==> src/logic/corr_cfg_pkg.sv <==
// Correlator size defaults and baseline index helpers, imported by the design blocks.
package corr_cfg_pkg;

	localparam int NUM_INPUTS_DEF = 4;
	localparam int WORD_WIDTH_DEF = 2;
	localparam int NUM_LAGS_DEF   = 4;
	localparam int RESOLUTION_DEF = 12;

	// Unordered input pairs.
	function automatic int num_baselines(input int n_inputs);
		return n_inputs * (n_inputs - 1) / 2;
	endfunction

	// Pairs run (0,1), (0,2) .. (1,2) ..
	function automatic int baseline_first(input int bl, input int n_inputs);
		int idx;
		idx = 0;
		for (int a = 0; a < n_inputs; a++) begin
			for (int b = a + 1; b < n_inputs; b++) begin
				if (idx == bl) begin
					return a;
				end
				idx++;
			end
		end
		return 0;
	endfunction

	function automatic int baseline_second(input int bl, input int n_inputs);
		int idx;
		idx = 0;
		for (int a = 0; a < n_inputs; a++) begin
			for (int b = a + 1; b < n_inputs; b++) begin
				if (idx == bl) begin
					return b;
				end
				idx++;
			end
		end
		return 1;
	endfunction

endpackage

==> src/logic/corr_ops_pkg.sv <==
// Correlation mode and history fill state types shared by the correlator blocks.
package corr_ops_pkg;

	// Term formed per baseline and lag.
	typedef enum logic [0:0] {
		MODE_PRODUCT    = 1'b0,
		MODE_DIFFERENCE = 1'b1
	} corr_mode_e;

	// Fill state of the lag history.
	typedef enum logic [1:0] {
		HIST_EMPTY   = 2'd0,
		HIST_FILLING = 2'd1,
		HIST_FULL    = 2'd2
	} hist_state_e;

endpackage

==> src/logic/sample_if.sv <==
// Captured sample set passed from the capture stage to the delay line.
interface sample_if #(
	parameter int NUM_INPUTS = corr_cfg_pkg::NUM_INPUTS_DEF,
	parameter int WORD_WIDTH = corr_cfg_pkg::WORD_WIDTH_DEF
);
	import corr_ops_pkg::*;

	// Samples and mode are only meaningful while stb is high.
	logic                                  stb;
	logic [NUM_INPUTS-1:0][WORD_WIDTH-1:0] samples;
	corr_mode_e                            mode;
	logic                                  clear;

	modport producer (
		output stb, samples, mode, clear
	);

	modport buffer (
		input stb, samples, mode, clear
	);

endinterface

==> src/logic/tap_if.sv <==
// Lag taps and mode passed from the delay line to the lag correlator.
interface tap_if #(
	parameter int NUM_INPUTS = corr_cfg_pkg::NUM_INPUTS_DEF,
	parameter int WORD_WIDTH = corr_cfg_pkg::WORD_WIDTH_DEF,
	parameter int NUM_LAGS   = corr_cfg_pkg::NUM_LAGS_DEF
);
	import corr_ops_pkg::*;

	// taps[i][0] is the newest sample of input i, taps[i][k] is k strobes older.
	logic                                                stb;
	logic [NUM_INPUTS-1:0][NUM_LAGS-1:0][WORD_WIDTH-1:0] taps;
	corr_mode_e                                          mode;
	logic                                                clear;

	modport buffer (
		output stb, taps, mode, clear
	);

	modport consumer (
		input stb, taps, mode, clear
	);

endinterface

==> src/logic/sample_capture.sv <==
// Input stage of the correlator; registers samples, mode and clear on the sample strobe.
module sample_capture #(
	parameter int NUM_INPUTS = corr_cfg_pkg::NUM_INPUTS_DEF,
	parameter int WORD_WIDTH = corr_cfg_pkg::WORD_WIDTH_DEF
) (
	input  logic                           clk,
	input  logic                           arst_n_i,
	input  logic                           enable_i,
	input  logic                           sample_stb_i,
	input  logic [NUM_INPUTS*WORD_WIDTH-1:0] adc_data_i,
	input  corr_ops_pkg::corr_mode_e       mode_i,
	sample_if.producer                     out_o
);

	logic take_sample;

	// Strobes are dropped while disabled.
	assign take_sample = sample_stb_i & enable_i;

	// --------------------
	// Control
	// --------------------
	always_ff @(posedge clk or negedge arst_n_i) begin
		if (!arst_n_i) begin
			out_o.stb   <= 1'b0;
			out_o.clear <= 1'b1;
		end else begin
			out_o.stb   <= take_sample;
			out_o.clear <= ~enable_i;
		end
	end

	// --------------------
	// Payload
	// --------------------
	// Mode latched together with its sample.
	always_ff @(posedge clk) begin
		if (take_sample) begin
			out_o.samples <= adc_data_i;
			out_o.mode    <= mode_i;
		end
	end

endmodule

==> src/logic/delay_line.sv <==
// Lag history of the correlator; shifts samples per strobe and forwards taps once full.
module delay_line #(
	parameter int NUM_INPUTS = corr_cfg_pkg::NUM_INPUTS_DEF,
	parameter int WORD_WIDTH = corr_cfg_pkg::WORD_WIDTH_DEF,
	parameter int NUM_LAGS   = corr_cfg_pkg::NUM_LAGS_DEF
) (
	input  logic     clk,
	input  logic     arst_n_i,
	sample_if.buffer in_i,
	tap_if.buffer    out_o
);
	import corr_ops_pkg::*;

	localparam int CNT_W = $clog2(NUM_LAGS + 1);

	hist_state_e        state_q;
	hist_state_e        state_d;
	logic [CNT_W-1:0]   fill_cnt_q;
	logic [CNT_W-1:0]   fill_cnt_d;

	// --------------------
	// Fill FSM
	// --------------------
	always_comb begin
		state_d    = state_q;
		fill_cnt_d = fill_cnt_q;
		case (state_q)
			HIST_EMPTY, HIST_FILLING: begin
				if (in_i.stb) begin
					fill_cnt_d = fill_cnt_q + 1'b1;
					// Last missing word completes the history.
					if (fill_cnt_q == CNT_W'(NUM_LAGS - 1)) begin
						state_d = HIST_FULL;
					end else begin
						state_d = HIST_FILLING;
					end
				end
			end
			HIST_FULL: state_d = HIST_FULL;
			default:   state_d = HIST_EMPTY;
		endcase
	end

	always_ff @(posedge clk or negedge arst_n_i) begin
		if (!arst_n_i) begin
			state_q     <= HIST_EMPTY;
			fill_cnt_q  <= '0;
			out_o.stb   <= 1'b0;
			out_o.clear <= 1'b1;
		end else begin
			out_o.clear <= in_i.clear;
			if (in_i.clear) begin
				state_q    <= HIST_EMPTY;
				fill_cnt_q <= '0;
				out_o.stb  <= 1'b0;
			end else begin
				state_q    <= state_d;
				fill_cnt_q <= fill_cnt_d;
				out_o.stb  <= in_i.stb && (state_d == HIST_FULL);
			end
		end
	end

	// --------------------
	// Shift registers
	// --------------------
	always_ff @(posedge clk) begin
		if (in_i.clear) begin
			out_o.taps <= '0;
		end else if (in_i.stb) begin
			out_o.mode <= in_i.mode;
			for (int i = 0; i < NUM_INPUTS; i++) begin
				out_o.taps[i][0] <= in_i.samples[i];
				for (int k = 1; k < NUM_LAGS; k++) begin
					out_o.taps[i][k] <= out_o.taps[i][k-1];
				end
			end
		end
	end

endmodule

==> src/logic/lag_correlator.sv <==
// Accumulation stage; adds one saturating correlation term per baseline and lag on each tap strobe.
module lag_correlator #(
	parameter int NUM_INPUTS = corr_cfg_pkg::NUM_INPUTS_DEF,
	parameter int WORD_WIDTH = corr_cfg_pkg::WORD_WIDTH_DEF,
	parameter int NUM_LAGS   = corr_cfg_pkg::NUM_LAGS_DEF,
	parameter int RESOLUTION = corr_cfg_pkg::RESOLUTION_DEF
) (
	input  logic     clk,
	input  logic     arst_n_i,
	tap_if.consumer  in_i,
	output logic [corr_cfg_pkg::num_baselines(NUM_INPUTS)*NUM_LAGS*RESOLUTION-1:0] acc_o,
	output logic [corr_cfg_pkg::num_baselines(NUM_INPUTS)*NUM_LAGS-1:0]            sat_o
);
	import corr_cfg_pkg::*;
	import corr_ops_pkg::*;

	localparam int NUM_BASELINES = num_baselines(NUM_INPUTS);
	localparam int TERM_W        = 2 * WORD_WIDTH;

	for (genvar b = 0; b < NUM_BASELINES; b++) begin : g_baseline
		localparam int IDX_A = baseline_first(b, NUM_INPUTS);
		localparam int IDX_B = baseline_second(b, NUM_INPUTS);

		for (genvar k = 0; k < NUM_LAGS; k++) begin : g_lag
			logic [TERM_W-1:0]     cur_ext;
			logic [TERM_W-1:0]     lag_ext;
			logic [TERM_W-1:0]     term;
			logic [RESOLUTION:0]   sum;
			logic [RESOLUTION-1:0] acc_q;
			logic                  sat_q;

			// Current sample of A against B from k strobes back.
			assign cur_ext = {{WORD_WIDTH{1'b0}}, in_i.taps[IDX_A][0]};
			assign lag_ext = {{WORD_WIDTH{1'b0}}, in_i.taps[IDX_B][k]};

			always_comb begin
				if (in_i.mode == MODE_PRODUCT) begin
					term = cur_ext * lag_ext;
				end else if (cur_ext > lag_ext) begin
					term = cur_ext - lag_ext;
				end else begin
					term = lag_ext - cur_ext;
				end
			end

			// Extra top bit flags overflow.
			assign sum = {1'b0, acc_q} + {{(RESOLUTION + 1 - TERM_W){1'b0}}, term};

			always_ff @(posedge clk or negedge arst_n_i) begin
				if (!arst_n_i) begin
					acc_q <= '0;
					sat_q <= 1'b0;
				end else if (in_i.clear) begin
					acc_q <= '0;
					sat_q <= 1'b0;
				end else if (in_i.stb) begin
					if (sum[RESOLUTION]) begin
						acc_q <= '1;
						sat_q <= 1'b1;
					end else begin
						acc_q <= sum[RESOLUTION-1:0];
					end
				end
			end

			assign acc_o[(b*NUM_LAGS + k)*RESOLUTION +: RESOLUTION] = acc_q;
			assign sat_o[b*NUM_LAGS + k]                            = sat_q;
		end
	end

endmodule

==> src/logic/correlator_top.sv <==
// Correlator top level; wires capture, delay line and accumulators behind plain ports.
module correlator_top #(
	parameter int NUM_INPUTS = corr_cfg_pkg::NUM_INPUTS_DEF,
	parameter int WORD_WIDTH = corr_cfg_pkg::WORD_WIDTH_DEF,
	parameter int NUM_LAGS   = corr_cfg_pkg::NUM_LAGS_DEF,
	parameter int RESOLUTION = corr_cfg_pkg::RESOLUTION_DEF
) (
	input  logic                             clk,
	input  logic                             arst_n_i,
	input  logic                             enable_i,
	input  logic                             sample_stb_i,
	input  logic [NUM_INPUTS*WORD_WIDTH-1:0] adc_data_i,
	input  corr_ops_pkg::corr_mode_e         mode_i,
	output logic [corr_cfg_pkg::num_baselines(NUM_INPUTS)*NUM_LAGS*RESOLUTION-1:0] acc_o,
	output logic [corr_cfg_pkg::num_baselines(NUM_INPUTS)*NUM_LAGS-1:0]            sat_o
);

	sample_if #(
		.NUM_INPUTS(NUM_INPUTS),
		.WORD_WIDTH(WORD_WIDTH)
	) sample_bus ();

	tap_if #(
		.NUM_INPUTS(NUM_INPUTS),
		.WORD_WIDTH(WORD_WIDTH),
		.NUM_LAGS  (NUM_LAGS)
	) tap_bus ();

	sample_capture #(
		.NUM_INPUTS(NUM_INPUTS),
		.WORD_WIDTH(WORD_WIDTH)
	) i_sample_capture (
		.clk         (clk),
		.arst_n_i    (arst_n_i),
		.enable_i    (enable_i),
		.sample_stb_i(sample_stb_i),
		.adc_data_i  (adc_data_i),
		.mode_i      (mode_i),
		.out_o       (sample_bus.producer)
	);

	delay_line #(
		.NUM_INPUTS(NUM_INPUTS),
		.WORD_WIDTH(WORD_WIDTH),
		.NUM_LAGS  (NUM_LAGS)
	) i_delay_line (
		.clk     (clk),
		.arst_n_i(arst_n_i),
		.in_i    (sample_bus.buffer),
		.out_o   (tap_bus.buffer)
	);

	lag_correlator #(
		.NUM_INPUTS(NUM_INPUTS),
		.WORD_WIDTH(WORD_WIDTH),
		.NUM_LAGS  (NUM_LAGS),
		.RESOLUTION(RESOLUTION)
	) i_lag_correlator (
		.clk     (clk),
		.arst_n_i(arst_n_i),
		.in_i    (tap_bus.consumer),
		.acc_o   (acc_o),
		.sat_o   (sat_o)
	);

endmodule

==> config.mk <==
export PLATFORM = sky130hd
export DESIGN_NAME = correlator_top
export DESIGN_NICKNAME = d
export VERILOG_FILES = /design/src/logic/corr_cfg_pkg.sv /design/src/logic/corr_ops_pkg.sv /design/src/logic/sample_if.sv /design/src/logic/tap_if.sv /design/src/logic/sample_capture.sv /design/src/logic/delay_line.sv /design/src/logic/lag_correlator.sv /design/src/logic/correlator_top.sv
export SDC_FILE = /design/constraint.sdc
export NUM_CORES = 1
export LEC_CHECK = 0
export BUFFER_PORTS_ARGS = -buffer_cell sky130_fd_sc_hd__buf_2
export CAP_MARGIN = 20
export CORE_ASPECT_RATIO = 0.5
export CORE_MARGIN = 2
export CORE_UTILIZATION = 40
export CTS_CLUSTER_SIZE = 24
export DETAILED_ROUTE_END_ITERATION = 16
export HOLD_SLACK_MARGIN = 0.15
export PLACE_DENSITY = 0.7
export SYNTH_ARGS = -nofsm -noshare
export SYNTH_HDL_FRONTEND = slang
export SYNTH_HIERARCHICAL = 1
export SYNTH_SLANG_ARGS = --single-unit
==> constraint.sdc <==
create_clock -name clk -period 4.3 [get_ports clk]
set_input_delay 1.075 -clock clk [delete_from_list [all_inputs] [get_ports clk]]
set_output_delay 1.075 -clock clk [all_outputs]
set_load 0.01 [all_outputs]
==> results.json <==
{
  "drv_slew": 0,
  "critical_path.startpoint_type": "register",
  "reg2reg_depth": 13,
  "htree_num_levels": 2,
  "cts_resized": 0,
  "min_to": "i_delay_line/out_o.mode",
  "worst-setup-path-type": "register to register",
  "grt_overflow_total": 0,
  "period_needed_ns": 3.79,
  "clkSinkCount": 357,
  "leakagePower_nw": 13.4,
  "drtIter0Drc": 1357,
  "dieArea_um2": 65500,
  "vdd_drop_max_mv": 0.214,
  "drtPass1Iterations": 5,
  "worst_slew_pin_slew_ns": 1.02,
  "antenna_found_initial": 7,
  "critPathRequiredTime_ns": 4.74,
  "cp_max_fo": 18,
  "worstSetupEndpointType": "register",
  "clock_latency_ns": 0.55,
  "status": "complete, no violations",
  "postRouteWirelength_um": 66600,
  "gp_congestion": 0.871,
  "cts_tree": "built",
  "yosysWarningCount": 6,
  "synthCells": 2618,
  "grt_pass1_wl_um": 107000,
  "regToRegStartpoint": "i_delay_line/out_o.taps[8]",
  "cts_max_path_buffers": 3,
  "max_cap_viol_count": 0,
  "start_util_pct": 40.3,
  "hold_viol": 0,
  "reg2reg_to": "i_lag_correlator/g_baseline[3].g_lag[3].acc_q[3]",
  "nFillCells": 5879,
  "syn_area_um2": 25400,
  "postCtsSetupRepairBufs": 0,
  "remaining_drc_errors": 0,
  "slew-limit-headroom_pct": 32.0,
  "critPathMaxStageDelay_ns": 0.70,
  "p_per_area_nw_per_um2": 260,
  "power.total_mw": 7.55,
  "crit_chain": "inv_2 -> ha_1 -> fa_1 -> a21oi_1 -> mux2i_1 -> mux2_2 -> inv_1 -> fa_1 -> nand2b_1 -> nand2b_1 -> a21oi_1 -> or4_1 -> o211ai_1",
  "route.detailed.wl_per_inst_um": 17.7,
  "placementRows": 65,
  "hold_path.startpoint": "i_sample_capture/out_o.mode",
  "syn2layout_area_growth_pct": 14.3,
  "rsz0062_at_grt": "false",
  "tns_ns": 0,
  "arrival_ns": 4.23,
  "hold_buffers": 0,
  "rrSetupSlack_ns": 0.51,
  "postRouteAntennaNets": 0,
  "die_x_um": 360,
  "clk_pin_slew_ns": 0.07,
  "num_vias": 20097,
  "hold_class": "register to register",
  "max_freq_ghz": 0.264,
  "finalSetupViolCount": 0,
  "clock_skew_ns": 0.0304,
  "nets": 3236,
  "grt_pass1_vias": 19772,
  "hpwl_um": 47600,
  "grt_usage_pct": 19.9,
  "cts-root-buf": "clkbuf_16",
  "ioPinCount": 325,
  "hold_path_depth": 0,
  "grt_max_degree": 170,
  "cts_buffers": 39,
  "vias_per_cell": 5.35,
  "final_layout_size_suffix_gt1_share_pct": 17.7,
  "syn-num-nets": 2969,
  "crit_slowest_cell": "or4_1",
  "core_area_um2": 62900,
  "finalCritPeriodShare_pct": 88.2,
  "port_buffers": 324,
  "die_y_um": 182,
  "synth_area_per_cell_um2": 9.69
}
-- metal layers --
layer	global-route usage (%)	vias up	share of wire (%)
met3	2.78	91	3.8
li1	-	9673	-
met1	25.2	9985	43
met5	0	-	0
met4	6.18	0	2.8
met2	35.1	348	50
-- cells in the final DEF (no fill, tap or decap), types with 49 or more instances in the layout --
master	count
fa_1	72
o21ai_0	194
buf_2	323
mux2i_1	120
inv_1	218
dfrtp_1	317
xnor2_1	146
nand4_1	49
ha_1	266
and3_1	53
nand2_1	71
a21oi_1	106
nand3_1	85
o21ai_1	129
nor2_1	191
-- worst max-delay path, delay by kind of cell (launching register included) --
family                     cells  cell delay [ns]
and+or+nand+nor                3             0.99
adders and majority gates      3             1.06
DFF                            1             0.51
AOI/OAI and AO/OA              3             0.42
buffers and inverters          2             0.32
muxes                          2             0.38
-- how the worst max path moves through the flow --
stage | startpoint | endpoint | slack (ns) | depth (start not counted)
5_1_grt | i_delay_line/out_o.taps[8] | register | 0.27 | 13
6_report | i_delay_line/out_o.taps[8] | i_lag_correlator/g_baseline[3].g_lag[3].acc_q[3] | 0.51 | 13
4_1_cts | i_delay_line/out_o.taps[8] | i_lag_correlator/g_baseline[3].g_lag[3].acc_q[3] | 0.53 | 13
2_1_floorplan | i_delay_line/out_o.taps[0] | i_lag_correlator/g_baseline[1].g_lag[1].acc_q[3] | 0.17 | 15
3_5_place_dp | i_delay_line/out_o.taps[8] | register | 0.54 | 13
3_3_place_gp | i_delay_line/out_o.taps[8] | i_lag_correlator/g_baseline[3].g_lag[3].acc_q[3] | 0.66 | 13
-- metrics by stage --
stage	util (%)	setup WS (ns)	instance area, um^2	hold WS (ns)	std cells
2_1_floorplan	-	0.165	25400	0.372	2618
3_3_place_gp	44.0	0.661	27700	0.406	3681
3_5_place_dp	44.0	0.543	27700	0.407	3681
4_1_cts	46.1	0.533	29000	0.426	3748
5_1_grt	46.1	0.275	29000	0.439	3755
6_report	46.1	0.508	29000	0.429	3755
-- sequential cells by signal (all words and copies together) (netlist names) --
| register | flops |
|---|---|
| i_delay_line/state_q | 2 |
| i_delay_line/out_o.stb | 1 |
| i_sample_capture/out_o.samples | 8 |
| i_delay_line/out_o.mode | 1 |
| i_sample_capture/out_o.clear | 1 |
| i_delay_line/out_o.taps | 26 |
| i_lag_correlator/g_baseline.g_lag.acc_q | 288 |
| i_delay_line/out_o.clear | 1 |
| i_sample_capture/out_o.stb | 1 |
| i_lag_correlator/g_baseline.g_lag.sat_q | 24 |
| i_delay_line/fill_cnt_q | 3 |
| i_sample_capture/out_o.mode | 1 |
-- final cells by class --
| class | count | area, um^2 | share of cell area [%] |
|---|---|---|---|
| clock inverter | 15 | 220 | 0.760 |
| sequential | 357 | 8870 | 30.6 |
| timing repair buffer | 359 | 1980 | 6.84 |
| inverter | 223 | 837 | 2.89 |
| clock buffer | 52 | 1100 | 3.79 |
| antenna | 7 | 17.5 | 0.0604 |
| multi-input combinational | 1905 | 14900 | 51.5 |
| tap | 837 | 1050 | 3.61 |
-- power by group --
part	internal, mW	switching, mW	leakage (nW)	total, mW
Combinational	0.209	0.382	7.97	0.591
Clock	2.10	1.45	0.632	3.54
Sequential	3.39	0.0272	4.78	3.41
Note: power is estimated with default switching activity, not from simulation.
